--- src/design/rvseed_params.svh ---
`ifndef RVSEED_PARAMS_SVH
`define RVSEED_PARAMS_SVH

// data and address width of the core
`define RVSEED_CPU_WIDTH 64

// architectural registers, x0 included
`define RVSEED_REG_DEPTH 32

// first fetch address after reset
`define RVSEED_RESET_PC 64'h0000_0000_8000_0000

// ebreak lands here and the core stops
`define RVSEED_TRAP_PC 64'h0000_0000_8000_0000

`endif

--- src/design/rvseed_pkg.sv ---
`include "rvseed_params.svh"

package rvseed_pkg;

   typedef enum logic [2:0] {
      KIND_ALU,      // register-register
      KIND_ALUI,     // register-immediate
      KIND_LUI,
      KIND_BRANCH,
      KIND_JAL,
      KIND_JALR,
      KIND_EBREAK,
      KIND_ILLEGAL   // stepped over as pc+4
   } inst_kind_e;

   typedef enum logic [3:0] {
      ALU_ADD,
      ALU_SUB,
      ALU_AND,
      ALU_OR,
      ALU_XOR,
      ALU_SLT,
      ALU_SLTU,
      ALU_BEQ,
      ALU_BNE,
      ALU_BLT,
      ALU_BGE,
      ALU_BLTU,
      ALU_BGEU
   } alu_op_e;

   typedef struct packed {
      inst_kind_e                   kind;
      alu_op_e                      alu_op;
      logic [4:0]                   rd;
      logic [4:0]                   rs1;
      logic [4:0]                   rs2;
      logic [`RVSEED_CPU_WIDTH-1:0] imm;       // sign extended
      logic                         reg_write;
   } ctrl_t;

   typedef struct packed {
      logic [`RVSEED_CPU_WIDTH-1:0] alu_res;
      logic                         taken;     // branch condition true
      logic [`RVSEED_CPU_WIDTH-1:0] rs1_data;  // jalr base
   } exec_t;

   typedef struct packed {
      logic [4:0]                   rd;
      logic [`RVSEED_CPU_WIDTH-1:0] data;
      logic                         we;
   } wb_t;

endpackage

--- src/design/rvseed_regfile.sv ---
`include "rvseed_params.svh"

module rvseed_regfile (
   input  logic                         clk,
   input  logic                         rst_n,
   input  logic [4:0]                   rs1,
   input  logic [4:0]                   rs2,
   output logic [`RVSEED_CPU_WIDTH-1:0] rs1_data,
   output logic [`RVSEED_CPU_WIDTH-1:0] rs2_data,
   input  rvseed_pkg::wb_t              wb
);

   logic [`RVSEED_CPU_WIDTH-1:0] regs [0:`RVSEED_REG_DEPTH-1];

   always_ff @(posedge clk or negedge rst_n) begin
      if (!rst_n) begin
         for (int i = 0; i < `RVSEED_REG_DEPTH; i++) begin
            regs[i] <= '0;
         end
      end else if (wb.we && (wb.rd != 5'd0)) begin
         regs[wb.rd] <= wb.data;
      end
   end

   // x0 is hardwired
   assign rs1_data = (rs1 == 5'd0) ? '0 : regs[rs1];
   assign rs2_data = (rs2 == 5'd0) ? '0 : regs[rs2];

endmodule

--- config.mk ---
export PLATFORM = sky130hd
export DESIGN_NAME = rvseed_regfile
export DESIGN_NICKNAME = d
export VERILOG_FILES = /design/src/design/rvseed_pkg.sv /design/src/design/rvseed_regfile.sv
export VERILOG_INCLUDE_DIRS = /design/src /design/src/design
export SDC_FILE = /design/constraint.sdc
export NUM_CORES = 2
export LEC_CHECK = 0
export BUFFER_PORTS_ARGS = -buffer_cell sky130_fd_sc_hd__buf_2
export CAP_MARGIN = 0
export CORE_MARGIN = 2
export CORE_UTILIZATION = 50
export CTS_CLUSTER_SIZE = 12
export DETAILED_ROUTE_END_ITERATION = 12
export HOLD_SLACK_MARGIN = 0.05
export PLACE_DENSITY = 0.64
export REMOVE_ABC_BUFFERS = 1
export SYNTH_ARGS = -nofsm -noshare
export SYNTH_HDL_FRONTEND = slang
export SYNTH_SLANG_ARGS = --single-unit
--- constraint.sdc ---
create_clock -name clk -period 2.8 [get_ports clk]
set_input_delay 0.14 -clock clk [delete_from_list [all_inputs] [get_ports clk]]
set_output_delay 0.14 -clock clk [all_outputs]
set_load 0.01 [all_outputs]
==> flow_summary.ini <==
[yosys]
synth.largest_area_cell = dfrtp_1
synth_warnings = 0
yosysUniqueCellTypes = 48
avgSynthCellArea_um2 = 15.57
ys_ff_latch = 2048
synth.yosys.seq_area_share_pct = 47.27
async_reset_ff_share_pct = 100.0
synth_edf_count = 0
synthFlopType = dfrtp_1
synth_top_area_share_pct = 47.27
synth.area.top_cells = dfrtp_1 (47%), mux2_2 (21%), mux4_2 (20%)
syn_inst = 6963
synth.cell_area_mm2 = 0.1084

[cts]
cts_buffer_depth = 3
insertion_delay_ns = 0.86
htree_levels = 4
clock_sinks = 2048
cts_root_buf = clkbuf_16
cts_buffers = 218
clkTransAtPathRegs_ns = 0.06
cts_tree = yes

[cells_and_area]
largest_register_ffs = 2048
reg_top3 = regs (2048)
area_growth_pct = 14.32
drive_gt1_share_pct = 56.14
fill_cells = 16636
top_register = regs
final_cells = 10149
final_cell_mix = dfrtp_1 (2048), mux2_2 (1998), mux4_2 (968)
final_common_cell = dfrtp_1
utilization_pct = 57.64
final_nets = 7211

[floorplan]
die-area_mm2 = 0.2206
dieWidth_um = 469.7
io_pins = 210
rows = 170
die_h_um = 469.7
initial_core_util_pct = 50.42
core_area_mm2 = 0.2150

[timing]
relSlewSlack_pct = 41.23
finalSetupViolations = 9
slew_violations = 0
period_minus_slack_ns = 2.862
fin_crit_sh_pct = 102.2
worst_slew_pin_slew_ns = 0.8748
fmax_mhz = 349.4
final_hold_viol_count = 0
fin_worst_skew_ns = 0
fin_ws_ns = -0.06171
tns_ns = -0.3320
rsz0062_at_grt = yes

[status]
failed_checks = setup timing
status = finished, violations left

[drt]
vias_per_cell = 6.726
wirelength_um = 341600
dr.pass1.iters = 7
drc_errors = 0
vias = 68258
detail_route.wl_per_cell_um = 33.66
drtIter0Drc = 6090
drtAntennaViolNets = 0

[worst_setup_path]
reg2reg_to = regs[1041]
reg2regPathDepth = 3
worstPathArrival_ns = 2.72
worst_path_max_delay_cell = mux4_2
timing_worst_setup_path_type = flip-flop to output pin
crit_chain = mux4_2 -> mux4_2 -> mux2_4 -> buf_6
reg2reg_slack_ns = 1.77
crit_buf_inv = 1
max_stage_delay_ns = 0.49
reg2reg_from = regs[1041]
cp-start-kind = flip-flop
required_ns = 2.66
worst-path-max-fanout = 2
crit_path_end_kind = output pin
timing.critical_path.mode_cell = mux4_2
crit_family = multiplexers

[placement]
dp_hpwl_um = 203300
placed_cells = 9634
io_buffers = 209
gp_congestion = 0.8344

[global_route]
grt-busiest-layer = met2
grt_antenna_before_repair = 14
track_usage_pct = 30.93
grt_max_degree = 108
grt_first_pass_wirelength_um = 502500
grt_pass1_vias = 70989
overflow = 0
use_met3_pct = 5.096
use_met2_pct = 49.13
use_met1_pct = 43.11

[job]
drv_cap = 0

[min_path]
hp-class = input port to async pin

[power]
peakVddDrop_v = 0.0005229
power_leakage_nw = 54.37
p_per_area_mw_per_mm2 = 706.4
worst max-delay path by stage:
stage / cells after the start / endpoint / start
2_1_floorplan: 4 / regs[576] / wb[68]
3_3_place_gp: 8 / rs1_data[12] / rs1[0]
3_5_place_dp: 7 / rs2_data[18] / rs2[4]
4_1_cts: 4 / rs1_data[36] / regs[1060]
5_1_grt: 4 / rs1_data[36] / regs[1060]
6_report: 4 / rs1_data[36] / regs[1060]
synth_stat cells (all sizes together), types with 5 or more instances:
master,number
or2,74
o22a,17
nand3,9
mux4,968
clkbuf,434
dfrtp,2048
a21oi,13
o22ai,182
nor2b,39
nor2,31
nor3,21
a31o,13
nor4,13
a22oi,26
mux2,2022
a2111oi,9
a22o,11
a211o,13
o31ai,5
and3,5
nand2,40
and2,9
nand2b,14
mux2i,520
buf,373
o221ai,12
a211oi,14
stage by stage:
step           total power [mW]  instance area (um2)  setup slack, ns  hold WS [ns]
6_report                  87.57               124000         -0.06171        0.2843
5_1_grt                   91.13               123900          -0.1138        0.2842
4_1_cts                   87.84               123700          -0.1184        0.2600
3_5_place_dp              58.04               115200          0.09295        0.1923
3_3_place_gp              57.18               115200           0.1087        0.1801
2_1_floorplan             50.90               104900           -1.316       -0.1556
metal layers:
layer  vias up  share of wire [%]
li1      27339                  -
met1     37573                 42
met2      2693                 48
met3       643                6.7
met4        10                4.1
met5         -              0.020
what timing repair did:
| item | in CTS | in global routing |
|---|---|---|
| hold buffers | 73 | 0 |
| hold endpoints to repair | 3808 | 0 |
| endpoints found under the setup margin | 29 | 31 |
| gates resized for setup | 55 | 34 |
| pin swaps | 8 | 9 |
| setup buffers | 31 | 9 |
final cells by class:
class | instances | area [um2] | area share (%)
Tap cell | 2838 | 3551 | 2.865
Sequential cell | 2048 | 51250 | 41.34
Multi-Input combinational cell | 4108 | 54270 | 43.78
Clock inverter | 65 | 750.7 | 0.6056
Timing Repair Buffer | 753 | 7680 | 6.196
Clock buffer | 331 | 6441 | 5.196
Antenna cell | 6 | 15.01 | 0.01211
tightest hold or removal path, cell delays in order:
cell and delay, ns:
dlygate4sd3_1 0.58, buf_12 0.47, buf_12 0.27
cells by family after synthesis:
kind of cell | Yosys count | share of synthesized area, %
AO/OA/AOI/OAI | 328 | 2.136
buffers and inverters | 807 | 3.283
flip-flops | 2048 | 47.27
multiplexers | 3510 | 45.91
AND/OR/NAND/NOR | 270 | 1.409
power breakdown:
group | internal [mW] | switching [mW]
Sequential | 35.2 | 4.16
Clock | 16.9 | 12.4
Combinational | 11.5 | 7.39
Total | 63.6 | 24.0
No activity file was read; power rests on OpenSTA's default activity.
