$ cat config.mk
export PLATFORM = sky130hd
export DESIGN_NAME = rvseed_muxpc
export DESIGN_NICKNAME = d
export VERILOG_FILES = /design/src/design/rvseed_pkg.sv /design/src/design/rvseed_muxpc.sv
export VERILOG_INCLUDE_DIRS = /design/src /design/src/design
export SDC_FILE = /design/constraint.sdc
export NUM_CORES = 1
export LEC_CHECK = 0
export CAP_MARGIN = 20
export CORE_MARGIN = 1.5
export CORE_UTILIZATION = 30
export DETAILED_ROUTE_END_ITERATION = 8
export DONT_BUFFER_PORTS = 1
export GPL_TIMING_DRIVEN = 1
export SLEW_MARGIN = 20
export SYNTH_ARGS = -nofsm -noshare
export SYNTH_HDL_FRONTEND = slang
export SYNTH_SLANG_ARGS = --single-unit
$ cat constraint.sdc
create_clock -name vclk -period 4.5
set_clock_uncertainty 0.05 [all_clocks]
set_input_delay 0.225 -clock vclk [all_inputs]
set_output_delay 0.225 -clock vclk [all_outputs]
set_load 0.01 [all_outputs]
$ cat src/design/rvseed_params.svh
`ifndef RVSEED_PARAMS_SVH
`define RVSEED_PARAMS_SVH

// data and address width of the core
`define RVSEED_CPU_WIDTH 64

// architectural registers, x0 included
`define RVSEED_REG_DEPTH 32

// first fetch address after reset
`define RVSEED_RESET_PC 64'h0000_0000_8000_0000

// ebreak lands here and the core stops
`define RVSEED_TRAP_PC 64'h0000_0000_8000_0000

`endif

$ cat src/design/rvseed_pkg.sv
`include "rvseed_params.svh"

package rvseed_pkg;

   typedef enum logic [2:0] {
      KIND_ALU,      // register-register
      KIND_ALUI,     // register-immediate
      KIND_LUI,
      KIND_BRANCH,
      KIND_JAL,
      KIND_JALR,
      KIND_EBREAK,
      KIND_ILLEGAL   // stepped over as pc+4
   } inst_kind_e;

   typedef enum logic [3:0] {
      ALU_ADD,
      ALU_SUB,
      ALU_AND,
      ALU_OR,
      ALU_XOR,
      ALU_SLT,
      ALU_SLTU,
      ALU_BEQ,
      ALU_BNE,
      ALU_BLT,
      ALU_BGE,
      ALU_BLTU,
      ALU_BGEU
   } alu_op_e;

   typedef struct packed {
      inst_kind_e                   kind;
      alu_op_e                      alu_op;
      logic [4:0]                   rd;
      logic [4:0]                   rs1;
      logic [4:0]                   rs2;
      logic [`RVSEED_CPU_WIDTH-1:0] imm;       // sign extended
      logic                         reg_write;
   } ctrl_t;

   typedef struct packed {
      logic [`RVSEED_CPU_WIDTH-1:0] alu_res;
      logic                         taken;     // branch condition true
      logic [`RVSEED_CPU_WIDTH-1:0] rs1_data;  // jalr base
   } exec_t;

   typedef struct packed {
      logic [4:0]                   rd;
      logic [`RVSEED_CPU_WIDTH-1:0] data;
      logic                         we;
   } wb_t;

endpackage

$ cat src/design/rvseed_muxpc.sv
`include "rvseed_params.svh"

module rvseed_muxpc (
   input  rvseed_pkg::ctrl_t            ctrl,
   input  rvseed_pkg::exec_t            ex,
   input  logic [`RVSEED_CPU_WIDTH-1:0] pc,
   output logic [`RVSEED_CPU_WIDTH-1:0] next_pc,
   output rvseed_pkg::wb_t              wb
);

   logic [`RVSEED_CPU_WIDTH-1:0] pc_plus4;
   logic [`RVSEED_CPU_WIDTH-1:0] pc_rel;
   logic [`RVSEED_CPU_WIDTH-1:0] jalr_tgt;
   logic                         is_jal;
   logic                         is_jalr;

   assign pc_plus4 = pc + `RVSEED_CPU_WIDTH'd4;
   assign pc_rel   = pc + ctrl.imm;
   assign jalr_tgt = (ex.rs1_data + ctrl.imm) & ~`RVSEED_CPU_WIDTH'd1;   // lsb dropped

   assign is_jal  = (ctrl.kind == rvseed_pkg::KIND_JAL);
   assign is_jalr = (ctrl.kind == rvseed_pkg::KIND_JALR);

   always_comb begin
      if (ex.taken || is_jal) begin
         next_pc = pc_rel;
      end else if (is_jalr) begin
         next_pc = jalr_tgt;
      end else if (ctrl.kind == rvseed_pkg::KIND_EBREAK) begin
         next_pc = `RVSEED_TRAP_PC;
      end else begin
         next_pc = pc_plus4;   // also not-taken and illegal
      end
   end

   always_comb begin
      wb.rd   = ctrl.rd;
      wb.data = (is_jal || is_jalr) ? pc_plus4 : ex.alu_res;   // link address
      wb.we   = ctrl.reg_write;
   end

endmodule

==> results by stage <==
Layout:
- The most frequent standard cell in the layout excluding fill and tap cells is nand2_1.
- In the final layout, the share of cells above drive strength 1 is 0.03379.
- Compared with the post-synthesis result, the final layout area differs by 3.268%.
- The fill cell total of the finished layout is 3787.
- The layout sequential cell count is 0.
- The library cells used most frequently in the layout, excluding fill and tap cells, are 225 x nand2_1, 172 x a21oi_1, 144 x o21ai_0.
- The layout net count is 1949.
- The non-filler instance count after layout is 1988.
- The clock buffers instantiated in the layout total 0.
- The flip-flop and latch area is 0 µm².

Synthesis:
- The Yosys warning count is 0.
- The simple-gate share of the synthesized area is 0.2643.
- The share of the yosys chip area belonging to registers is 0.
- The average instance area after synthesis is 6.399 µm².
- The adder-cell area share of the yosys netlist is 0.1564.
- The share of cell area taken by muxes after synthesis is 0.01586.
- Of the total synthesized cell area, the portion taken by XOR and XNOR cells is 0.1415.
- The number of cells produced by synthesis is 1615.
- The number of nets in the synthesized netlist is 2023.
- The mapped netlist covers 10330 µm².
- The synthesized-area fraction occupied by ao, oa, aoi and oai cells is 0.3713.
- The main combinational cell family by area after synthesis is compound AO/OA/AOI/OAI gates.
- The number of different library cells in the post-synthesis netlist is 77.

Worst setup path:
- The sort of element at the start of the critical path is an input port.
- STA classifies the critical path endpoint as an output pin.
- The start-to-end type of the worst setup path is in -> out.
- Along the worst path, the maximum fanout reaches 4.
- For the worst setup path, the data required time is 4.22 ns.
- The endpoint arrival time on the critical path is 3.60 ns.

Route:
- Summed over all nets, wire length on met3 after detailed routing comes to 4.080 mm.
- The met2 wire length is 22.46 mm.
- The routed length on met1 is 20.04 mm.
- In the routed design, unresolved DRC markers number 0.
- The post-detailed-routing wire length is 47.66 mm.
- The detailed router placed 12260 vias in this run.
- The top layer used by detailed routing is met5.
- The detailed router finished its first iteration with 841 violations.
- For this run, the detailed router's first-pass iteration total came to 5.
- Once detail routing completed, the nets flagged for antenna violations numbered 0.
- The via density per instance is 6.165.
- After detailed routing, the average wire length per cell comes to 23.97 µm.

Run:
- Across the run, the number of max-cap violations was 0.

STA:
- Setup repair after global routing left no endpoint under its margin.
- Dividing the final minimum period by the clock period gives 0.8617.
- Based on the critical path, the design can be clocked at up to 257.9 MHz.
- The number of pins exceeding their max-slew limit in the final report is 0.
- In this run the tightest slew margin relative to its limit is 0.3423.
- Across all setup checks in the final design, the least slack found is 0.6221 ns.
- The transition at the pin with the smallest max-transition slack is 0.9866 ns.
- The clock period minus final worst setup slack is 3.878 ns.
- The post-route setup TNS is 0 ns.
- The number of hold-slack violations in the final timing report is 0.
- Setup violations remaining at the end of the flow were counted as 0.

Floorplanning:
- In this run the horizontal extent of the chip is 188.6 µm.
- The die is 188.6 µm tall.
- The number of top-level pins is 414.
- The region available for standard cell placement spans 33700 µm².
- The initial cell density of the core is 0.3067.
- The floorplan step defined a die boundary enclosing 35570 µm².
- The number of standard-cell rows in the floorplan is 67.

CTS:
- The hold buffer count at CTS is 0.
- The number of buffers inserted to repair setup after CTS is 0.
- The number of gates resized after CTS was 0.

Global routing:
- Entering global routing, the biggest net connects 69 pins.
- The number of antenna violations at the first check in global routing is 1.
- The total overflow left after global routing is 0.
- The via count of the first global-routing pass is 11600.
- The total global routing track utilization is 0.2516.
- The first global-routing pass estimated 70.53 mm of wire.

Min path:
- The worst hold path begins at ctrl[75].
- For hold timing, the worst endpoint is wb[65].
- The tightest min-delay check is of the in -> out type.
- The depth of the worst hold-timing path is 0.

Placed design:
- Including well taps, the total number of placed cells is 1987.
- Routability-driven placement finished with a final weighted congestion of 0.9693.
- OpenSTA, run right after detailed placement, puts the worst setup slack at 0.6641 ns.
- The number of input and output port buffers inserted is 0.
- The half-perimeter wire length after detailed placement is 40.35 mm.

Status:
- The run finished with clean final reports.
==> cells by family (layout without fill, tap and decap cells) <==
| family | count (synthesis) | in the layout |
|---|---|---|
| compound gates | 597 | 597 |
| xor+xnor | 167 | 167 |
| fa+ha+maj | 128 | 128 |
| buf+inv | 132 | 56 |
| mux | 16 | 16 |
| other cells | 0 | 1 |
| simple gates | 575 | 575 |
==> worst max path at each step <==
stage                  from     endpoint  slack [ns]  cells past startpoint
floorplan           ctrl[1]  next_pc[32]        1.37                     12
global placement    ctrl[1]  next_pc[56]        0.67                     12
detailed placement  ctrl[1]  next_pc[56]        0.66                     12
CTS                 ctrl[1]  next_pc[56]        0.64                     12
global route        ctrl[1]  next_pc[56]        0.43                     12
finish              ctrl[1]  next_pc[56]        0.62                     12
==> worst max-delay path, stage by stage <==
cell      delay [ns]
and2_1          0.15
fa_1            0.41
a21o_1          0.24
a221oi_2        0.48
nor4_4          0.14
o211ai_1        0.27
a211oi_2        0.14
o21ai_1         0.37
nand2b_1        0.23
a41oi_2         0.43
mux2i_1         0.13
o221ai_1        0.39
==> metal layers <==
layer,global-route usage,vias to the layer above
met3,0.04209,61
met4,0.04853,2
li1,-,5863
met1,0.3199,5769
met5,0,-
met2,0.4446,562
==> synthesized netlist by cell type, types with 9 or more instances <==
cell,n,share of area
o21ai_0,144,0.070
a211oi_1,14,0.010
nor3_1,26,0.013
and2_1,11,0.0067
o211ai_1,17,0.012
nor2b_1,11,0.0067
a31oi_1,20,0.012
a21o_1,72,0.052
mux2i_1,13,0.013
and4_1,9,0.0076
o221ai_1,32,0.027
inv_1,38,0.014
o21a_1,14,0.010
nand3_1,57,0.028
o22ai_1,11,0.0067
ha_1,126,0.15
and3_1,33,0.020
o21bai_1,28,0.020
nand4_1,46,0.028
a21oi_1,172,0.083
nor2_1,109,0.040
xor2_1,84,0.071
xnor2_1,83,0.070
nand2_1,226,0.082
clkbuf_1,82,0.030
or3_1,14,0.0085
==> metrics by stage <==
step                      hold WS (ns)  utilization  area, µm²
final                           0.4000       0.3167      10670
after global routing            0.4000       0.3166      10670
after global placement          0.4001       0.3166      10670
after detailed placement        0.4001       0.3166      10670
after floorplan                 0.4918            -      10330
after CTS                       0.4001       0.3166      10670
==> layout make-up <==
cell class / instances / area (µm²) / area share
inverter: 38 / 142.6 / 0.01336
multi-input combinational: 1483 / 9832 / 0.9212
antenna: 1 / 2.502 / 0.0002345
timing repair buffer: 18 / 135.1 / 0.01266
tap: 448 / 560.5 / 0.05252
