`src/design/rvseed_params.svh`:
```
`ifndef RVSEED_PARAMS_SVH
`define RVSEED_PARAMS_SVH

// data and address width of the core
`define RVSEED_CPU_WIDTH 64

// architectural registers, x0 included
`define RVSEED_REG_DEPTH 32

// first fetch address after reset
`define RVSEED_RESET_PC 64'h0000_0000_8000_0000

// ebreak lands here and the core stops
`define RVSEED_TRAP_PC 64'h0000_0000_8000_0000

`endif

```
`src/design/rvseed_pkg.sv`:
```
`include "rvseed_params.svh"

package rvseed_pkg;

   typedef enum logic [2:0] {
      KIND_ALU,      // register-register
      KIND_ALUI,     // register-immediate
      KIND_LUI,
      KIND_BRANCH,
      KIND_JAL,
      KIND_JALR,
      KIND_EBREAK,
      KIND_ILLEGAL   // stepped over as pc+4
   } inst_kind_e;

   typedef enum logic [3:0] {
      ALU_ADD,
      ALU_SUB,
      ALU_AND,
      ALU_OR,
      ALU_XOR,
      ALU_SLT,
      ALU_SLTU,
      ALU_BEQ,
      ALU_BNE,
      ALU_BLT,
      ALU_BGE,
      ALU_BLTU,
      ALU_BGEU
   } alu_op_e;

   typedef struct packed {
      inst_kind_e                   kind;
      alu_op_e                      alu_op;
      logic [4:0]                   rd;
      logic [4:0]                   rs1;
      logic [4:0]                   rs2;
      logic [`RVSEED_CPU_WIDTH-1:0] imm;       // sign extended
      logic                         reg_write;
   } ctrl_t;

   typedef struct packed {
      logic [`RVSEED_CPU_WIDTH-1:0] alu_res;
      logic                         taken;     // branch condition true
      logic [`RVSEED_CPU_WIDTH-1:0] rs1_data;  // jalr base
   } exec_t;

   typedef struct packed {
      logic [4:0]                   rd;
      logic [`RVSEED_CPU_WIDTH-1:0] data;
      logic                         we;
   } wb_t;

endpackage

```
`src/design/rvseed_execute.sv`:
```
`include "rvseed_params.svh"

module rvseed_execute (
   input  rvseed_pkg::ctrl_t            ctrl,
   input  logic [`RVSEED_CPU_WIDTH-1:0] rs1_data,
   input  logic [`RVSEED_CPU_WIDTH-1:0] rs2_data,
   output rvseed_pkg::exec_t            ex
);

   logic [`RVSEED_CPU_WIDTH-1:0] op_a;
   logic [`RVSEED_CPU_WIDTH-1:0] op_b;
   logic [`RVSEED_CPU_WIDTH-1:0] sum;
   logic [`RVSEED_CPU_WIDTH-1:0] diff;
   logic [`RVSEED_CPU_WIDTH-1:0] res;
   logic                         eq;
   logic                         lt_s;
   logic                         lt_u;
   logic                         cond;

   assign op_a = rs1_data;
   assign op_b = (ctrl.kind == rvseed_pkg::KIND_ALUI ||
                  ctrl.kind == rvseed_pkg::KIND_JALR) ? ctrl.imm : rs2_data;

   assign sum  = op_a + op_b;
   assign diff = op_a - op_b;
   assign eq   = (op_a == op_b);
   assign lt_s = ($signed(op_a) < $signed(op_b));
   assign lt_u = (op_a < op_b);

   always_comb begin
      res  = sum;
      cond = 1'b0;
      case (ctrl.alu_op)
         rvseed_pkg::ALU_ADD:  res = sum;
         rvseed_pkg::ALU_SUB:  res = diff;
         rvseed_pkg::ALU_AND:  res = op_a & op_b;
         rvseed_pkg::ALU_OR:   res = op_a | op_b;
         rvseed_pkg::ALU_XOR:  res = op_a ^ op_b;
         rvseed_pkg::ALU_SLT:  res = {{(`RVSEED_CPU_WIDTH-1){1'b0}}, lt_s};
         rvseed_pkg::ALU_SLTU: res = {{(`RVSEED_CPU_WIDTH-1){1'b0}}, lt_u};
         rvseed_pkg::ALU_BEQ: begin
            res  = diff;
            cond = eq;
         end
         rvseed_pkg::ALU_BNE: begin
            res  = diff;
            cond = !eq;
         end
         rvseed_pkg::ALU_BLT: begin
            res  = diff;
            cond = lt_s;
         end
         rvseed_pkg::ALU_BGE: begin
            res  = diff;
            cond = !lt_s;
         end
         rvseed_pkg::ALU_BLTU: begin
            res  = diff;
            cond = lt_u;
         end
         rvseed_pkg::ALU_BGEU: begin
            res  = diff;
            cond = !lt_u;
         end
         default: begin
            res  = sum;
            cond = 1'b0;
         end
      endcase
   end

   always_comb begin
      ex.alu_res  = (ctrl.kind == rvseed_pkg::KIND_LUI) ? ctrl.imm : res;
      ex.taken    = cond && (ctrl.kind == rvseed_pkg::KIND_BRANCH);   // only branches redirect here
      ex.rs1_data = rs1_data;
   end

endmodule

```
`config.mk`:
```
export PLATFORM = sky130hd
export DESIGN_NAME = rvseed_execute
export DESIGN_NICKNAME = d
export VERILOG_FILES = /design/src/design/rvseed_pkg.sv /design/src/design/rvseed_execute.sv
export VERILOG_INCLUDE_DIRS = /design/src /design/src/design
export SDC_FILE = /design/constraint.sdc
export NUM_CORES = 1
export LEC_CHECK = 0
export BUFFER_PORTS_ARGS = -buffer_cell sky130_fd_sc_hd__buf_2
export CORE_MARGIN = 5
export CORE_UTILIZATION = 45
export DETAILED_ROUTE_END_ITERATION = 8
export PLACE_DENSITY = 0.77
export SYNTH_ARGS = -nofsm -noshare
export SYNTH_HDL_FRONTEND = slang
export SYNTH_SLANG_ARGS = --single-unit
```
`constraint.sdc`:
```
create_clock -name vclk -period 5.1
set_input_delay 0.255 -clock vclk [all_inputs]
set_output_delay 0.255 -clock vclk [all_outputs]
set_load 0.05 [all_outputs]
```
==> tab_implementation.tex, run 1 <==
\begin{tabular}{lr}
\hline
Metric & Value \\
\hline
\multicolumn{2}{l}{\textbf{Outcome}} \\
Result of the run & finished, final reports clean \\
\multicolumn{2}{l}{\textbf{Synthesis}} \\
Post-Synthesis Cell Area & approximately 13000 um\^{}2 \\
Post-synthesis sequential area ratio & 0 \\
Warnings from Yosys & 0 \\
Unique masters post-synth & 85 \\
Mean cell area of the mapped netlist & between 6 and 7 um\^{}2 \\
Nets in the synthesized netlist & about 2500 \\
Number of cells produced by synthesis & 2086 \\
\multicolumn{2}{l}{\textbf{Critical path}} \\
Setup Crit Path Kind & input pin to output port \\
Critical path startpoint & ctrl[85] \\
CP startpoint kind & input pin \\
Required arrival time at the worst endpoint & roughly 4.9 ns \\
Data arrival time of the critical path & 4.66 ns \\
CP Max Fanout & 17 \\
Endpoint class of the critical path & output port \\
Endpoint of the worst setup timing path & ex[120] \\
\multicolumn{2}{l}{\textbf{Pwr}} \\
Total power divided by cell area & roughly 180 nW/um\^{}2 \\
Total power of the final layout & about 2.8 mW \\
VDD IR-drop max & between 0.1 and 0.15 mV \\
Leakage & 7.316 nW \\
\multicolumn{2}{l}{\textbf{Final layout}} \\
Share of cells above drive strength 1 & 0.2299 \\
Number of clock buffers in the layout & 0 \\
Area Growth Syn to Fin & 15.17\% \\
Total area of multi-input combinational cells & $\sim$12000 um\^{}2 \\
Final core occ & 0.5291 \\
Number of inserted filler cells in the final layout & between 3000 and 4000 \\
Post-route cell area & about 15000 um\^{}2 \\
Final net count & around 2700 \\
Number of flip-flops and latches & 0 \\
Footprint of the flip-flops and latches & 0 um\^{}2 \\
\multicolumn{2}{l}{\textbf{STA}} \\
Pins over their slew limit & 0 \\
Final cycle utilization of the critical path & 0.9631 \\
Setup repair after global routing missed its margin & false \\
Headroom to the max-slew limit & 0.3601 \\
Transition time at the pin with the least slew margin & between 0.9 and 1 ns \\
Final critical path time including I/O delays and setup & roughly 4.9 ns \\
Maximum clock rate & $\sim$0.2 GHz \\
Hold Slack & approximately 0.84 ns \\
Final hold violations & 0 \\
Final setup vio count & 0 \\
Setup TNS & 0 ns \\
\multicolumn{2}{l}{\textbf{Drt}} \\
Via/cell ratio & roughly 6.3 \\
Wire length per cell after detailed routing & around 20 um \\
Number of antenna-violating nets in the routed design & 0 \\
Count of routing violations after the opening detailed-route iteration & around 1900 \\
Total iterations of the first detailed-routing run & 8 \\
Vias & 17050 \\
DRC & 0 \\
Overall routed net length & 55320 um \\
\multicolumn{2}{l}{\textbf{Hold path}} \\
Hold/Removal Path Class & input pin to output port \\
Hold wc startpoint & rs1\_data[52] \\
\multicolumn{2}{l}{\textbf{Placed design}} \\
Instance area at placement & between 15000 and 20000 um\^{}2 \\
Placer Congestion & $\sim$1.0 \\
Number of I/O port buffers & 328 \\
Post-DP HPWL & approximately 44000 um \\
\multicolumn{2}{l}{\textbf{Floorplanning}} \\
Die outline area & $\sim$33000 um\^{}2 \\
Width of the die & 181.6 um \\
Number of placement rows & between 60 and 70 \\
Number of ports placed on the die boundary & roughly 340 \\
Initial Util & 0.4594 \\
Core Area & 28860 um\^{}2 \\
Die height & between 150 and 200 um \\
\multicolumn{2}{l}{\textbf{GRT}} \\
Leftover overflow at the end of global routing & 0 \\
First-pass GRT wire length & 85680 um \\
Vias in the first global route & $\sim$16000 \\
Initial antenna violation count & 4 \\
Total track usage & 0.3078 \\
Pin count of the biggest net entering global routing & 49 \\
\multicolumn{2}{l}{\textbf{Job}} \\
Max-cap check violation count & 0 \\
\hline
\end{tabular}
kinds of logic after synthesis:
logic type	Yosys count	share of synthesized area
buffers and inverters	390	0.1292
xor gates and xnor gates	32	0.02114
AOI/OAI and AO/OA	768	0.3823
muxes	76	0.06352
adders and majority gates	194	0.1842
and+or+nand+nor	626	0.2196
worst min path at each step:
stage,endpoint,slack [ns],cells past startpoint
global placement,ex[49],0.84,2
CTS,ex[52],0.84,2
floorplan,ex[0],0.68,1
global route,ex[53],0.84,2
detailed placement,ex[53],0.84,2
finish,ex[52],0.84,2
synth_stat cells, drive strengths merged, types with 30 or more instances:
| cell | n | area share |
|---|---|---|
| nor2 | 224 | 0.063 |
| a21oi | 217 | 0.082 |
| inv | 201 | 0.057 |
| ha | 192 | 0.18 |
| o21ai | 174 | 0.067 |
| nand2 | 145 | 0.042 |
| clkbuf | 104 | 0.029 |
| buf | 84 | 0.043 |
| mux2 | 65 | 0.055 |
| nor3 | 65 | 0.025 |
| nand3 | 45 | 0.017 |
| o21bai | 37 | 0.021 |
| a21o | 34 | 0.019 |
| a31oi | 34 | 0.016 |
| o31ai | 31 | 0.018 |
| xnor2 | 30 | 0.020 |
stage by stage:
stage | instances | setup slack, ns
detailed placement | 2702 | 0.2739
finish | 2703 | 0.1880
global route | 2702 | 0.0009965
CTS | 2702 | 0.2453
floorplan | 2086 | 0.2812
global placement | 2702 | 0.3197
final cells by class:
| class | count | area share |
|---|---|---|
| multi-input combinational | 1696 | 0.7625 |
| timing repair buffer | 420 | 0.1562 |
| inverter | 202 | 0.04966 |
| tap | 384 | 0.03147 |
| antenna | 1 | 0.0001639 |
worst max-delay path, stage by stage:
cell and delay [ns]:
sky130_fd_sc_hd__buf_2 0.12, sky130_fd_sc_hd__nand2b_4 0.26, sky130_fd_sc_hd__buf_12 0.21, sky130_fd_sc_hd__buf_4 0.16, sky130_fd_sc_hd__mux2_2 0.24, sky130_fd_sc_hd__inv_1 0.06, sky130_fd_sc_hd__ha_1 0.46, sky130_fd_sc_hd__inv_1 0.13
sky130_fd_sc_hd__a21oi_1 0.24, sky130_fd_sc_hd__a21boi_0 0.17, sky130_fd_sc_hd__o21ai_0 0.49, sky130_fd_sc_hd__nand3_1 0.14, sky130_fd_sc_hd__o21bai_1 0.39, sky130_fd_sc_hd__o21bai_1 0.25, sky130_fd_sc_hd__a221oi_1 0.38, sky130_fd_sc_hd__o22ai_1 0.13
sky130_fd_sc_hd__o32a_1 0.34, sky130_fd_sc_hd__buf_2 0.22
routing by layer:
| layer | global-route usage | up-vias | share of wire |
|---|---|---|---|
| met5 | 0 | - | 0.00090 |
| met1 | 0.4041 | 7917 | 0.41 |
| li1 | - | 7998 | - |
| met2 | 0.5321 | 980 | 0.46 |
| met3 | 0.03501 | 150 | 0.091 |
| met4 | 0.08616 | 8 | 0.033 |
cells in the final DEF, fill, tap and decap left out, drive strengths merged, types with 14 or more instances in the layout:
cell	instances
nand2	145
xnor2	30
nand2b	15
a31oi	34
o21ai	174
nor4	28
nand4	29
ha	192
nor3	65
inv	201
a21o	34
a221oi	24
a211oi	23
nor2b	24
o31ai	31
buf	419
a21oi	217
o21bai	37
mux2	65
nor2	224
o211ai	14
nand3	45
where the power goes:
part | total, mW | internal (mW) | switching, mW
sequential | 0 | 0 | 0
combinational | 2.77 | 0.890 | 1.88
clock | 0.0000000262 | 0.0000000262 | 0
total | 2.77 | 0.890 | 1.88
what timing repair did:
action,CTS,global route
hold buffers,0,0
endpoints found under the hold margin,0,0
buffers inserted,0,0
endpoints found under the setup margin,0,5
resized for setup,0,9
Note: power is estimated with default switching activity, not from simulation.
==> run 2, diff against run 1 <==
Settings changed: REMOVE_ABC_BUFFERS set to 1.
==> run 2 against run 1 <==
  * Largest power group unchanged
  * Core utilization down 0.56 points
  * Worst setup slack worse by 0.087 ns
  * Wire length rose by 0.61%
  * Highest routed layer is now met4
  * Power down 0.55%
  * Design area shrank 1.0%
  * Combinational power about the same
  * Worst hold slack barely moved
  * Fmax decreased by 1.7%
  * Sequential share of layout area stayed put
  * Critical endpoint is now ex[127]
  * Count of clock-buffer cells in the layout stayed put
  * Non-clock buffer count down 17
  * Critical path depth decreased by 1
==> tab_implementation.tex, run 2 (synthesis gave the netlist of run 1 again) <==
\begin{tabular}{lr}
\hline
Metric & Value \\
\hline
\multicolumn{2}{l}{\textbf{Outcome}} \\
Result of the run & finished, final reports clean \\
\multicolumn{2}{l}{\textbf{STA}} \\
Headroom to the max-slew limit & 0.1938 (-0.1663) \\
Pins over their slew limit & 0 (unchanged) \\
Final cycle utilization of the critical path & 0.9801 (+0.01699) \\
Transition time at the pin with the least slew margin & 1.205 ns (+0.2450 ns) \\
Setup repair after global routing missed its margin & false \\
Final setup vio count & 0 (unchanged) \\
Final hold violations & 0 (unchanged) \\
Maximum clock rate & 0.2001 GHz (-1.7\%) \\
Final critical path time including I/O delays and setup & 4.999 ns (+0.08662 ns) \\
\multicolumn{2}{l}{\textbf{Placed design}} \\
Instance area at placement & 15090 um\^{}2 (-0.88\%) \\
Number of I/O port buffers & 328 (unchanged) \\
Post-DP HPWL & 43920 um (-0.43\%) \\
Placer Congestion & 1.019 (-1.4\%) \\
\multicolumn{2}{l}{\textbf{Pwr}} \\
Total power of the final layout & 2.751 mW (-0.55\%) \\
Internal cell power & 874.4 uW (-1.8\%) \\
Switching power as a share of total power & 0.6822 (+0.004006) \\
Leakage & 7.233 nW (-1.1\%) \\
Net Sw Power & 1.877 mW (about the same) \\
Fraction of power consumed by combinational cells & 1.000 (about the same) \\
Clock network fraction of design power & 0 (unchanged) \\
VDD IR-drop max & 0.1267 mV (-15\%) \\
Total power divided by cell area & 182.1 nW/um\^{}2 (+0.50\%) \\
Sequential power share & 0 (unchanged) \\
\multicolumn{2}{l}{\textbf{Critical path}} \\
CP startpoint kind & input pin \\
Cell family with the largest share of critical-path delay & compound AO/OA/AOI/OAI gates \\
Required arrival time at the worst endpoint & 4.85 ns (about the same) \\
CP most frequent cell & sky130\_fd\_sc\_hd\_\_buf\_2 \\
Endpoint class of the critical path & output port \\
Setup Crit Path Kind & input pin to output port \\
Data arrival time of the critical path & 4.74 ns (+0.08 ns) \\
CP Max Fanout & 39 (+22) \\
Slowest stage delay, CP & 0.45 ns (-0.04 ns) \\
Chain of cells forming the critical path & buf\_2 -> nand2b\_4 -> buf\_12 -> mux2\_2 -> ha\_1 -> fa\_1 -> o21bai\_1 -> a2111oi\_2 -> o21ai\_1 -> and4\_1 -> o211ai\_1 -> a21o\_1 -> a21oi\_2 -> a311oi\_1 -> mux2i\_1 -> a31oi\_1 -> buf\_2 \\
Slowest stage cell on the critical path & sky130\_fd\_sc\_hd\_\_fa\_1 \\
Worst path bufs/invs & 3 (-3) \\
\multicolumn{2}{l}{\textbf{GRT}} \\
Vias in the first global route & 16350 (+0.47\%) \\
Leftover overflow at the end of global routing & 0 (unchanged) \\
Initial antenna violation count & 0 (-4) \\
Total track usage & 0.3126 (+0.004795) \\
First-pass GRT wire length & 87000 um (+1.5\%) \\
Pin count of the biggest net entering global routing & 64 (+31\%) \\
\multicolumn{2}{l}{\textbf{Final layout}} \\
Number of clock buffers in the layout & 0 (unchanged) \\
Area Growth Syn to Fin & 13.96\% \\
Post-route cell area & 15110 um\^{}2 (-1.0\%) \\
Share of cells above drive strength 1 & 0.2229 (-0.006993) \\
Final net count & 2712 (-0.62\%) \\
Footprint of the flip-flops and latches & 0 um\^{}2 (unchanged) \\
Number of flip-flops and latches & 0 (unchanged) \\
Most common library cell in the layout ignoring fill and taps & sky130\_fd\_sc\_hd\_\_buf\_2 \\
Most used cells in the layout excluding fill and tap cells & 328 x sky130\_fd\_sc\_hd\_\_buf\_2, 224 x sky130\_fd\_sc\_hd\_\_nor2\_1, 215 x sky130\_fd\_sc\_hd\_\_a21oi\_1, 199 x sky130\_fd\_sc\_hd\_\_inv\_1, 192 x sky130\_fd\_sc\_hd\_\_ha\_1 \\
Number of inserted filler cells in the final layout & 2989 (-0.57\%) \\
\multicolumn{2}{l}{\textbf{Drt}} \\
Via/cell ratio & 6.347 (+0.60\%) \\
Vias & 17050 (-0.035\%) \\
Overall routed net length & 55660 um (+0.61\%) \\
Wire length per cell after detailed routing & 20.72 um (+1.2\%) \\
Count of routing violations after the opening detailed-route iteration & 1744 (-9.4\%) \\
Number of antenna-violating nets in the routed design & 0 (unchanged) \\
DRC & 0 (unchanged) \\
Total iterations of the first detailed-routing run & 5 (-3) \\
\multicolumn{2}{l}{\textbf{Job}} \\
Max-cap check violation count & 0 (unchanged) \\
\multicolumn{2}{l}{\textbf{Floorplanning}} \\
Die height & 181.6 um (unchanged) \\
Number of ports placed on the die boundary & 344 (unchanged) \\
Width of the die & 181.6 um (unchanged) \\
Core Area & 28860 um\^{}2 (unchanged) \\
Die outline area & 32990 um\^{}2 (unchanged) \\
Number of placement rows & 62 (unchanged) \\
Initial Util & 0.4594 (unchanged) \\
\multicolumn{2}{l}{\textbf{Hold path}} \\
Hold/Removal Path Class & input pin to output port \\
\hline
\end{tabular}
run 2: final timing paths:
kind,from,end,slack (ns),cells past startpoint
max,ctrl[85],ex[127],0.10,17
min,rs1_data[0],ex[0],0.84,2
run 2: final cells by class:
| class | count | area [um^2] | share of cell area |
|---|---|---|---|
| diodes | 1 | 2.502 | 0.0001656 |
| repair buffers | 403 | 2242 | 0.1484 |
| well taps | 384 | 480.5 | 0.03180 |
| inverters | 202 | 758.2 | 0.05019 |
| multi-input cells | 1696 | 11620 | 0.7694 |
run 2: metrics by stage:
stage / TNS, ns / worst slack, ns / hold slack [ns] / cells / util
5_1_grt: 0 / 0.003214 / 0.8439 / 2685 / 0.5234
3_3_place_gp: 0 / 0.2348 / 0.8353 / 2685 / 0.5229
4_1_cts: 0 / 0.2050 / 0.8379 / 2685 / 0.5229
3_5_place_dp: 0 / 0.2229 / 0.8378 / 2685 / 0.5229
6_report: 0 / 0.1014 / 0.8372 / 2686 / 0.5235
2_1_floorplan: -21.68 / -0.7897 / 0.5100 / 1898 / -
run 2: power by group through the flow:
stage	Clock, mW	Sequential (mW)	Combinational, mW
finish	0.0000000262	0	2.75
global route	0	0	2.94
CTS	0	0	2.70
detailed placement	0	0	2.68
global placement	0	0	2.66
floorplan	0	0	1.78
run 2: per-layer routing:
metal | vias to the layer above | wire length [um] | global-route usage
li1 | 7967 | - | -
met2 | 1064 | 24630 | 0.5134
met4 | 0 | 1792 | 0.08946
met1 | 7887 | 23590 | 0.4280
met5 | - | 0 | 0
met3 | 129 | 5652 | 0.04142
run 2: repair_timing:
item | 4_1_cts | 5_1_grt
hold buffers | 0 | 0
setup buffers | 0 | 0
gates resized for setup | 0 | 4
hold endpoints to repair | 0 | 0
setup endpoints to repair | 0 | 5
