### config.mk
export PLATFORM = sky130hd
export DESIGN_NAME = rvseed_decode
export DESIGN_NICKNAME = d
export VERILOG_FILES = /design/src/design/rvseed_pkg.sv /design/src/design/rvseed_decode.sv
export VERILOG_INCLUDE_DIRS = /design/src /design/src/design
export SDC_FILE = /design/constraint.sdc
export NUM_CORES = 1
export LEC_CHECK = 0
export BUFFER_PORTS_ARGS = -buffer_cell sky130_fd_sc_hd__buf_2
export CAP_MARGIN = 10
export CORE_MARGIN = 2
export CORE_UTILIZATION = 39
export DETAILED_ROUTE_END_ITERATION = 16
export PLACE_DENSITY = 0.85
export SYNTH_ARGS = -nofsm -noshare
export SYNTH_HDL_FRONTEND = slang
export SYNTH_SLANG_ARGS = --single-unit
### constraint.sdc
create_clock -name vclk -period 1.3
set_input_delay 0 -clock vclk [all_inputs]
set_output_delay 0 -clock vclk [all_outputs]
set_load 0.03 [all_outputs]
### src/design/rvseed_params.svh
`ifndef RVSEED_PARAMS_SVH
`define RVSEED_PARAMS_SVH

// data and address width of the core
`define RVSEED_CPU_WIDTH 64

// architectural registers, x0 included
`define RVSEED_REG_DEPTH 32

// first fetch address after reset
`define RVSEED_RESET_PC 64'h0000_0000_8000_0000

// ebreak lands here and the core stops
`define RVSEED_TRAP_PC 64'h0000_0000_8000_0000

`endif

### src/design/rvseed_pkg.sv
`include "rvseed_params.svh"

package rvseed_pkg;

   typedef enum logic [2:0] {
      KIND_ALU,      // register-register
      KIND_ALUI,     // register-immediate
      KIND_LUI,
      KIND_BRANCH,
      KIND_JAL,
      KIND_JALR,
      KIND_EBREAK,
      KIND_ILLEGAL   // stepped over as pc+4
   } inst_kind_e;

   typedef enum logic [3:0] {
      ALU_ADD,
      ALU_SUB,
      ALU_AND,
      ALU_OR,
      ALU_XOR,
      ALU_SLT,
      ALU_SLTU,
      ALU_BEQ,
      ALU_BNE,
      ALU_BLT,
      ALU_BGE,
      ALU_BLTU,
      ALU_BGEU
   } alu_op_e;

   typedef struct packed {
      inst_kind_e                   kind;
      alu_op_e                      alu_op;
      logic [4:0]                   rd;
      logic [4:0]                   rs1;
      logic [4:0]                   rs2;
      logic [`RVSEED_CPU_WIDTH-1:0] imm;       // sign extended
      logic                         reg_write;
   } ctrl_t;

   typedef struct packed {
      logic [`RVSEED_CPU_WIDTH-1:0] alu_res;
      logic                         taken;     // branch condition true
      logic [`RVSEED_CPU_WIDTH-1:0] rs1_data;  // jalr base
   } exec_t;

   typedef struct packed {
      logic [4:0]                   rd;
      logic [`RVSEED_CPU_WIDTH-1:0] data;
      logic                         we;
   } wb_t;

endpackage

### src/design/rvseed_decode.sv
`include "rvseed_params.svh"

module rvseed_decode (
   input  logic [31:0]         inst,
   output rvseed_pkg::ctrl_t   ctrl
);

   localparam logic [6:0] OPC_OP_IMM = 7'b0010011;
   localparam logic [6:0] OPC_LUI    = 7'b0110111;
   localparam logic [6:0] OPC_OP     = 7'b0110011;
   localparam logic [6:0] OPC_BRANCH = 7'b1100011;
   localparam logic [6:0] OPC_JAL    = 7'b1101111;
   localparam logic [6:0] OPC_JALR   = 7'b1100111;
   localparam logic [6:0] OPC_SYSTEM = 7'b1110011;

   localparam logic [31:0] INST_EBREAK = 32'h0010_0073;

   logic [6:0]                   opcode;
   logic [2:0]                   funct3;
   logic [6:0]                   funct7;
   logic [`RVSEED_CPU_WIDTH-1:0] imm_i;
   logic [`RVSEED_CPU_WIDTH-1:0] imm_u;
   logic [`RVSEED_CPU_WIDTH-1:0] imm_b;
   logic [`RVSEED_CPU_WIDTH-1:0] imm_j;

   assign opcode = inst[6:0];
   assign funct3 = inst[14:12];
   assign funct7 = inst[31:25];

   assign imm_i = {{(`RVSEED_CPU_WIDTH-12){inst[31]}}, inst[31:20]};
   assign imm_u = {{(`RVSEED_CPU_WIDTH-32){inst[31]}}, inst[31:12], 12'b0};
   assign imm_b = {{(`RVSEED_CPU_WIDTH-13){inst[31]}}, inst[31], inst[7],
                   inst[30:25], inst[11:8], 1'b0};
   assign imm_j = {{(`RVSEED_CPU_WIDTH-21){inst[31]}}, inst[31], inst[19:12],
                   inst[20], inst[30:21], 1'b0};

   always_comb begin
      ctrl        = '0;
      ctrl.kind   = rvseed_pkg::KIND_ILLEGAL;
      ctrl.alu_op = rvseed_pkg::ALU_ADD;
      ctrl.rd     = inst[11:7];
      ctrl.rs1    = inst[19:15];
      ctrl.rs2    = inst[24:20];
      ctrl.imm    = imm_i;

      case (opcode)
         OPC_OP_IMM: begin
            if (funct3 == 3'b000) begin   // addi only
               ctrl.kind = rvseed_pkg::KIND_ALUI;
            end
         end
         OPC_LUI: begin
            ctrl.kind = rvseed_pkg::KIND_LUI;
            ctrl.imm  = imm_u;
         end
         OPC_OP: begin
            ctrl.kind = rvseed_pkg::KIND_ALU;
            case ({funct7, funct3})
               10'b0000000_000: ctrl.alu_op = rvseed_pkg::ALU_ADD;
               10'b0100000_000: ctrl.alu_op = rvseed_pkg::ALU_SUB;
               10'b0000000_111: ctrl.alu_op = rvseed_pkg::ALU_AND;
               10'b0000000_110: ctrl.alu_op = rvseed_pkg::ALU_OR;
               10'b0000000_100: ctrl.alu_op = rvseed_pkg::ALU_XOR;
               10'b0000000_010: ctrl.alu_op = rvseed_pkg::ALU_SLT;
               10'b0000000_011: ctrl.alu_op = rvseed_pkg::ALU_SLTU;
               default:         ctrl.kind   = rvseed_pkg::KIND_ILLEGAL;
            endcase
         end
         OPC_BRANCH: begin
            ctrl.kind = rvseed_pkg::KIND_BRANCH;
            ctrl.imm  = imm_b;
            case (funct3)
               3'b000:  ctrl.alu_op = rvseed_pkg::ALU_BEQ;
               3'b001:  ctrl.alu_op = rvseed_pkg::ALU_BNE;
               3'b100:  ctrl.alu_op = rvseed_pkg::ALU_BLT;
               3'b101:  ctrl.alu_op = rvseed_pkg::ALU_BGE;
               3'b110:  ctrl.alu_op = rvseed_pkg::ALU_BLTU;
               3'b111:  ctrl.alu_op = rvseed_pkg::ALU_BGEU;
               default: ctrl.kind   = rvseed_pkg::KIND_ILLEGAL;
            endcase
         end
         OPC_JAL: begin
            ctrl.kind = rvseed_pkg::KIND_JAL;
            ctrl.imm  = imm_j;
         end
         OPC_JALR: begin
            if (funct3 == 3'b000) begin
               ctrl.kind = rvseed_pkg::KIND_JALR;
            end
         end
         OPC_SYSTEM: begin
            if (inst == INST_EBREAK) begin   // ecall and csr ops fall through
               ctrl.kind = rvseed_pkg::KIND_EBREAK;
            end
         end
         default: begin
            ctrl.kind = rvseed_pkg::KIND_ILLEGAL;
         end
      endcase

      case (ctrl.kind)
         rvseed_pkg::KIND_ALU,
         rvseed_pkg::KIND_ALUI,
         rvseed_pkg::KIND_LUI,
         rvseed_pkg::KIND_JAL,
         rvseed_pkg::KIND_JALR: ctrl.reg_write = (ctrl.rd != 5'd0);   // x0 never written
         default:               ctrl.reg_write = 1'b0;
      endcase
   end

endmodule

==> out/results.tsv, run 1 <==
stage	metric	value	unit
run_status	outcome	complete, but fails checks	
run_status	violations	setup timing	
finish	clock_buffers	0	
synthesis	yosysWarningCount	0	
synthesis	syn_inst	176	
timing	hold_viol_final	0	
synthesis	yosys.area_share.xor_xnor	0.00698	
synthesis	synth_top_family_by_area	buffers and inverters	
finish	finalNetCount	320	
power_and_ir_drop	pwr_density_cell	391	nW/um^2
grt	gr-total-overflow	0	
finish	drive_gt1_frac	0.734	
synthesis	synth.top_cell.area_share	0.287	
finish	fill_cells	265	
timing	setup_viol	23	
timing	rsz0062_at_grt	true	
timing	fin_ws	-0.267	ns
place	place_ws	-0.313	ns
place	place.gp.congestion	0.946	
finish	area_growth	70.1	%
synthesis	yosys.area_share.simple	0.354	
power_and_ir_drop	intPower	0.000308	W
detailed_routing	post_drt_wl_per_cell	14.9	um
floorplanning	die_area	3690	sq um
synthesis	yosysTopAreaCell	buf_4	
run	drv_cap	0	
timing	fin_hold_ws	0.277	ns
synthesis	synth_nets	208	
timing	tns	-2.28	ns
synthesis	yosys-top-cells-area	buf_4 29%, a41o_1 6.4%, a21o_1 6.0%	
synthesis	synthAdderAreaFrac	0	
place	io_buffers	119	
place	dpl.hpwl	3.62	mm
detailed_routing	wl	4.91	mm
setup_path	crit_family	simple AND/OR/NAND/NOR gates	
setup_path	cp-start-kind	input port	
grt	grt_pass1_vias	1459	
power_and_ir_drop	p_seq_frac	0	
power_and_ir_drop	power.leakage	1.17	nW
finish	diodes	0	
timing	max_freq	638	MHz
detailed_routing	via_per_inst	5.16	
setup_path	critPathSlowestCell	or4_4	
detailed_routing	first_iter_violations	51	
power_and_ir_drop	p_sw_frac	0.631	
synthesis	post_synth_num_cell_types	50	
timing	slew_violations	0	
finish	ff_latch_area	0	sq um
timing	fin_crit_sh	1.21	
power_and_ir_drop	vdd_drop_max	0.213	mV
detailed_routing	drt_first_pass_iters	4	
power_and_ir_drop	clkPwrFrac	0	
grt	antenna_found_initial	0	
finish	stdcell_area	2130	sq um
detailed_routing	drc_errors	0	
setup_path	crit_buf_inv	3	
detailed_routing	vias	1703	
setup_path	crit_path_max_fanout	4	
setup_path	worstPathCellList	buf_6 -> or4_4 -> nor3_4 -> buf_6 -> nor4b_4 -> nand3_1 -> nand3_2 -> buf_6	
synthesis	ys_seq_area_frac	0	
floorplanning	ios	119	
place	placed_cell_area	1820	sq um
power_and_ir_drop	switchingPower	0.000526	W
floorplanning	placementRows	20	
grt	grt_max_degree	35	
cts	holdBufCountCts	0	
timing	relSlewSlack	0.701	
synthesis	synth-compound-area-share	0.232	
floorplanning	initial_core_util	0.411	
timing	tightest_slew	0.445	ns
synthesis	yosys-mux-area-fraction	0.00798	
finish	nFlopsAndLatches	0	
floorplanning	die_h	60.7	um
setup_path	crit_type	in2out	
setup_path	critical_path_arrival	1.57	ns
detailed_routing	ant_nets	0	
floorplanning	die_w	60.7	um
synthesis	syn_area	1250	sq um
setup_path	max_stage_delay	0.53	ns
floorplanning	core	3050	sq um
hold_path	hold_path_class	in2out	
synthesis	syn_area_per_cell	7.13	sq um
setup_path	required	1.30	ns
setup_path	critPathCaptureType	primary output	
power_and_ir_drop	comb_power_share	1.000	
grt	grt_pass1_wl	6.55	mm
timing	fin_crit	1.57	ns
setup_path	cpMostUsedCell	buf_6	
grt	gr-usage-all-layers	0.233	
[cell usage after synthesis, types with 2 or more instances]
| master | n |
|---|---|
| clkbuf_8 | 5 |
| nor4_1 | 2 |
| nand2_1 | 17 |
| nand2b_1 | 2 |
| o21ai_0 | 7 |
| nand4_1 | 4 |
| nand3_1 | 5 |
| and2b_2 | 2 |
| nor4b_1 | 2 |
| a21oi_1 | 4 |
| a41o_1 | 8 |
| clkbuf_1 | 4 |
| inv_1 | 4 |
| and2_1 | 7 |
| nor2_1 | 7 |
| or3_1 | 5 |
| buf_4 | 48 |
| a21o_1 | 10 |
| nor3_1 | 2 |
[power groups by stage]
| stage | Clock [W] | Sequential (W) | Combinational (W) |
|---|---|---|---|
| 2_1_floorplan | 0 | 0 | 0.000572 |
| 3_3_place_gp | 0 | 0 | 0.000750 |
| 3_5_place_dp | 0 | 0 | 0.000760 |
| 4_1_cts | 0 | 0 | 0.000792 |
| 5_1_grt | 0 | 0 | 0.000883 |
| 6_report | 0 | 0 | 0.000834 |
[cell usage in the layout, fill, tap and decap left out, types with 2 or more instances in the layout]
master	Yosys	layout
or3_4	1	4
nand3_1	5	4
nand2_2	0	5
o21ai_2	0	5
nand4_1	4	4
and2b_2	2	2
nor4_1	2	2
buf_8	0	2
nor3_1	2	2
buf_2	1	100
inv_1	4	4
nor2_1	7	5
buf_4	48	43
a21oi_1	4	2
a21o_1	10	10
and2_1	7	7
o21ai_0	7	2
buf_6	1	24
nor4b_1	2	2
nand2b_4	0	2
or3_1	5	3
nand2_1	17	12
a21oi_2	0	2
a41o_1	8	8
[routing by layer]
metal | vias to the layer above | track usage | wire, um
li1 | 801 | - | -
met1 | 786 | 0.266 | 1730
met2 | 104 | 0.453 | 2590
met3 | 12 | 0.0213 | 462
met4 | 0 | 0.0683 | 121
met5 | - | 0 | 0
[area by class of cell]
class              count  area [sq um]  area share
inverters              4          15.0     0.00703
multi-input cells    112           921       0.431
repair buffers       170          1140       0.536
well taps             44          55.1      0.0258
[cell families after synthesis]
family,after synthesis
compound gates,39
xor+xnor,1
buf+inv,64
mux,1
simple gates,71
[worst paths after layout]
check,start,endpoint,slack [ns],depth (start not counted)
max,inst[25],ctrl[81],-0.27,8
min,inst[16],ctrl[71],0.28,2
[stage by stage]
step | power, W | instances | util
floorplan | 0.000572 | 176 | -
global placement | 0.000750 | 322 | 0.597
detailed placement | 0.000760 | 322 | 0.597
CTS | 0.000792 | 326 | 0.647
global route | 0.000883 | 330 | 0.699
finish | 0.000834 | 330 | 0.699
[timing repair]
| item | in CTS | in global routing |
|---|---|---|
| pin swaps | 6 | 15 |
| endpoints found under the setup margin | 38 | 35 |
| buffers inserted | 4 | 6 |
| gates resized for setup | 33 | 35 |
(Power assumes the default switching activity.)
==> run 2: changes to the inputs <==
Settings changed: PLACE_DENSITY 0.85 to 0.92.
==> run 2 against run 1 <==
Compared with the run above:
- the run still ends with setup timing left
- worst setup slack got worse by 0.011 ns
- final area down 3.6%
- die area is the same
- power fell by 1.3%
- sequential share of layout area unchanged
- flip-flop and latch count is the same
- final cell count down 2.7%
- routed wire length rose by 7.4%
- critical endpoint unchanged
==> out/results.tsv, run 2 (same netlist as run 1, synthesis figures left out) <==
stage	metric	value	unit	change
finish	diodes	0		unchanged
cts	holdBufCountCts	0		unchanged
detailed_routing	first_iter_violations	54		+5.9%
place	dpl.hpwl	3.70	mm	+2.2%
setup_path	critical_path_arrival	1.58	ns	about the same
timing	relSlewSlack	0.699		-0.00281
setup_path	worstPathCellList	buf_6 -> or4_4 -> nor3_4 -> buf_6 -> nor4b_4 -> nand3_1 -> nand3_2 -> buf_6		
finish	layout_commonest_cell	buf_2		
run	drv_cap	0		unchanged
hold_path	hold_end	ctrl[74]		
power_and_ir_drop	pwr_density_cell	400	nW/um^2	+2.4%
setup_path	max_stage_delay	0.53	ns	about the same
setup_path	critPathCaptureType	primary output		
finish	nFlopsAndLatches	0		unchanged
run_status	violations	setup timing		
place	placed_cell_area	1760	sq um	-3.2%
grt	antenna_found_initial	0		unchanged
hold_path	hp-start	inst[19]		
power_and_ir_drop	vdd_drop_max	0.218	mV	+2.5%
hold_path	min_path_cells	2		unchanged
detailed_routing	vias	1705		+0.12%
floorplanning	core	3050	sq um	unchanged
timing	setup_viol	7		-70%
place	place.gp.congestion	1.00		+5.7%
timing	tightest_slew	0.448	ns	+0.00350 ns
detailed_routing	drc_errors	0		unchanged
setup_path	critPathSlowestCell	or4_4		
place	io_buffers	119		unchanged
timing	max_freq	634	MHz	-0.67%
finish	stdcell_area	2060	sq um	-3.6%
power_and_ir_drop	power.leakage	1.12	nW	-4.8%
finish	drive_gt1_frac	0.744		+0.00942
run_status	outcome	complete, but fails checks		
floorplanning	die_w	60.7	um	unchanged
grt	gr-usage-all-layers	0.242		+0.00894
finish	clock_buffers	0		unchanged
floorplanning	ios	119		unchanged
floorplanning	die_h	60.7	um	unchanged
finish	ff_latch_area	0	sq um	unchanged
finish	fill_cells	286		+7.9%
finish	finalNetCount	311		-2.8%
timing	fin_ws	-0.277	ns	-0.0106 ns
setup_path	cpMostUsedCell	buf_6		
detailed_routing	post_drt_wl_per_cell	16.4	um	+10%
floorplanning	die_area	3690	sq um	unchanged
grt	grt_pass1_vias	1489		+2.1%
finish	most-common-layout-cells	100 x buf_2, 36 x buf_4, 22 x buf_6, 12 x nand2_1, 10 x a21o_1		
detailed_routing	drt_first_pass_iters	4		unchanged
setup_path	required	1.30	ns	about the same
grt	gr-total-overflow	0		unchanged
timing	fin_crit_sh	1.21		+0.00815
place	place_ws	-0.319	ns	-0.00681 ns
detailed_routing	via_per_inst	5.31		+2.9%
finish	area_growth	64.0	%	
detailed_routing	wl	5.27	mm	+7.4%
timing	rsz0062_at_grt	true		
hold_path	hold_path_class	in2out		
timing	fin_crit	1.58	ns	+0.0106 ns
setup_path	crit_type	in2out		
grt	grt_max_degree	34		-2.9%
timing	hold_viol_final	0		unchanged
setup_path	crit_path_max_fanout	4		unchanged
detailed_routing	ant_nets	0		unchanged
grt	grt_pass1_wl	6.81	mm	+4.0%
floorplanning	initial_core_util	0.411		unchanged
timing	slew_violations	0		unchanged
setup_path	cp-start-kind	input port		
floorplanning	placementRows	20		unchanged
[run 2: cell count changes in the layout (fill, tap and decap cells not counted), sizes merged]
cell / previous run / this run
buf: 170 / 159
clkbuf: 0 / 2
[run 2: worst max-delay path by stage]
stage	start	to	depth (start not counted)	slack (ns)
3_5_place_dp	inst[25]	ctrl[86]	7	-0.32
6_report	inst[25]	ctrl[81]	8	-0.28
3_3_place_gp	inst[25]	ctrl[86]	7	-0.32
2_1_floorplan	inst[25]	ctrl[86]	5	-0.05
5_1_grt	inst[25]	ctrl[81]	8	-0.38
4_1_cts	inst[25]	ctrl[81]	8	-0.27
[run 2: timing repair]
action / 4_1_cts / 5_1_grt
setup buffers: 3 / 4
resized for setup: 37 / 33
endpoints found under the setup margin: 33 / 38
pin swaps: 6 / 7
gates cloned: 0 / 0
[run 2: layout make-up]
type                            instances  area, sq um  area share
Inverter                                4         15.0     0.00729
Multi-Input combinational cell        112          940       0.457
Tap cell                               44         55.1      0.0267
Timing Repair Buffer                  161         1050       0.509
[run 2: layer usage]
metal | GRT usage | share of wire
met1 | 0.278 | 0.36
met5 | 0 | 0
met2 | 0.458 | 0.50
met4 | 0.0901 | 0.063
met3 | 0.0235 | 0.074
[run 2: power by group]
group	leakage [nW]	internal (W)	total (W)	switching (W)
clock	0	0	0	0
combinational	1.12	0.000292	0.000824	0.000532
sequential	0	0	0	0
total	1.12	0.000292	0.000824	0.000532
[run 2: critical path: cells and delay by family]
family                 cells  cell delay, ns
buffers and inverters      3            0.35
AND/OR/NAND/NOR            5            1.23
[run 2: metrics by stage]
stage,TNS [ns],hold WS (ns),power (W),utilization,cells
after floorplan,-0.128,0.132,0.000572,-,176
after global placement,-4.49,0.279,0.000730,0.578,316
after detailed placement,-5.49,0.279,0.000743,0.578,316
after CTS,-1.26,0.280,0.000771,0.628,319
after global routing,-2.08,0.289,0.000866,0.674,321
final,-1.62,0.279,0.000824,0.674,321
==> run 3: changes to the inputs <==
Settings changed: CORE_ASPECT_RATIO set to 1.2, GPL_TIMING_DRIVEN set to 0.
==> run 3 against run 2 <==
Compared with the run above:
- utilization up 3.4 points
- worst hold slack improved by 0.041 ns
- flip-flop and latch count did not move
- die area about the same
- via count down 1.6%
- power up 4.6%
- the run still ends with setup timing left
- worst setup slack worse by 0.010 ns
- final area up 5.2%
- critical path depth down 1
==> out/results.tsv, run 3 (same netlist as run 1, synthesis figures left out) <==
stage	metric	value	unit	change
run_status	outcome	complete, but fails checks		
run_status	violations	setup timing		
grt	grt_max_degree	37		+8.8%
setup_path	cp-start-kind	input port		
floorplanning	placementRows	22		+10%
setup_path	critPathSlowestCell	or4_4		
hold_path	hp-start	inst[12]		
power_and_ir_drop	vdd_drop_max	0.307	mV	+41%
timing	rsz0062_at_grt	true		
detailed_routing	first_iter_violations	33		-39%
floorplanning	die_w	55.8	um	-8.1%
finish	drive_gt1_frac	0.739		-0.00470
finish	diodes	0		unchanged
detailed_routing	drt_first_pass_iters	4		unchanged
hold_path	hold_path_class	in2out		
setup_path	critPathCaptureType	primary output		
detailed_routing	post_drt_wl_per_cell	13.9	um	-15%
grt	antenna_found_initial	0		unchanged
timing	slew_violations	0		unchanged
cts	holdBufCountCts	0		unchanged
grt	gr-usage-all-layers	0.225		-0.0174
detailed_routing	via_per_inst	5.07		-4.6%
grt	grt_pass1_vias	1489		unchanged
finish	layout_commonest_cell	buf_2		
power_and_ir_drop	switchingPower	0.000522	W	-1.9%
power_and_ir_drop	p_sw_frac	0.605		-0.0401
floorplanning	die_h	66.1	um	+8.9%
place	place.gp.congestion	0.898		-10%
floorplanning	ios	119		unchanged
place	place_ws	-0.369	ns	-0.0495 ns
power_and_ir_drop	p_seq_frac	0		unchanged
timing	relSlewSlack	0.657		-0.0416
finish	fill_cells	253		-12%
floorplanning	core	3060	sq um	about the same
run	drv_cap	0		unchanged
setup_path	path_depth	7		-1
grt	grt_pass1_wl	6.91	mm	+1.5%
setup_path	crit_type	in2out		
timing	fin_crit_sh	1.22		+0.00801
timing	fin_crit	1.59	ns	+0.0104 ns
setup_path	crit_buf_inv	2		-1
floorplanning	initial_core_util	0.411		about the same
detailed_routing	ant_nets	0		unchanged
setup_path	startpoint	inst[26]		
timing	setup_viol	7		unchanged
place	io_buffers	115		-3.4%
timing	fin_hold_ws	0.320	ns	+0.0409 ns
setup_path	critical_path_arrival	1.59	ns	about the same
power_and_ir_drop	clkPwrFrac	0		unchanged
finish	nFlopsAndLatches	0		unchanged
setup_path	cpMostUsedCell	buf_6		
power_and_ir_drop	pwr_density_cell	398	nW/um^2	-0.56%
finish	finish.utilization	0.708		+0.0343
timing	fin_ws	-0.288	ns	-0.0104 ns
setup_path	crit_family	simple AND/OR/NAND/NOR gates		
timing	tightest_slew	0.510	ns	+0.0618 ns
setup_path	worstPathCellList	buf_6 -> or4_4 -> nor3_4 -> and3_4 -> nor3_2 -> or3_4 -> buf_6		
floorplanning	die_area	3690	sq um	about the same
timing	tns	-1.24	ns	+0.377 ns
grt	gr-total-overflow	0		unchanged
finish	most-common-layout-cells	99 x buf_2, 56 x buf_4, 16 x buf_6, 14 x nand2_1, 10 x a21o_1		
setup_path	max_stage_delay	0.53	ns	about the same
power_and_ir_drop	intPower	0.000340	W	+16%
timing	hold_viol_final	0		unchanged
finish	area_growth	72.5	%	
power_and_ir_drop	comb_power_share	1.000		about the same
detailed_routing	drc_errors	0		unchanged
setup_path	required	1.30	ns	about the same
finish	clock_buffers	0		unchanged
setup_path	endpoint	ctrl[86]		
detailed_routing	vias	1678		-1.6%
timing	max_freq	630	MHz	-0.66%
finish	ff_latch_area	0	sq um	unchanged
finish	finalNetCount	329		+5.8%
place	dpl.hpwl	3.59	mm	-3.0%
setup_path	crit_path_max_fanout	3		-1
power_and_ir_drop	power.leakage	1.21	nW	+8.5%
detailed_routing	wl	4.59	mm	-13%
## run 3: cell types whose count changed in the layout (fill, tap and decap cells not counted), sizes merged
cell	before	now
buf	159	172
clkbuf	2	7
## run 3: worst min-delay path, delay by kind of cell
kind,cells,cell delay (ns)
AOI/OAI and AO/OA,1,0.05
buffers and inverters,2,0.27
## run 3: per-layer routing
layer,track usage,part of all wire,wire (um)
met1,0.255,0.35,1630
met2,0.451,0.54,2480
met3,0.0215,0.090,414
met4,0.0427,0.016,74
met5,0,0,0
## run 3: power groups by stage
stage	Combinational [W]	Sequential, W	Clock (W)
finish	0.000862	0	0
global route	0.000909	0	0
CTS	0.000837	0	0
detailed placement	0.000809	0	0
global placement	0.000799	0	0
floorplan	0.000572	0	0
## run 3: layout make-up
type               count  area [sq um]  area share
repair buffers       120           706       0.326
inverters              4          15.0     0.00694
multi-input cells    112           896       0.414
well taps             36          45.0      0.0208
plain buffers         59           503       0.232
## run 3: how the worst min path moves through the flow
stage,to,depth (start not counted)
final,ctrl[80],3
after global routing,ctrl[80],3
after CTS,ctrl[80],3
after detailed placement,ctrl[80],3
after global placement,ctrl[80],3
after floorplan,ctrl[32],1
## run 3: timing repair
| action | 4_1_cts | 5_1_grt |
|---|---|---|
| endpoints found under the setup margin | 37 | 37 |
| pin swaps | 8 | 8 |
| gates cloned | 1 | 0 |
| gates resized for setup | 38 | 24 |
| buffers inserted | 2 | 3 |
## run 3: per-stage QoR
| stage | cell area (sq um) | total power, W | std cells |
|---|---|---|---|
| floorplan | 1320 | 0.000572 | 176 |
| global placement | 1940 | 0.000799 | 327 |
| detailed placement | 1940 | 0.000809 | 327 |
| CTS | 2090 | 0.000837 | 330 |
| global route | 2160 | 0.000909 | 331 |
| finish | 2160 | 0.000862 | 331 |
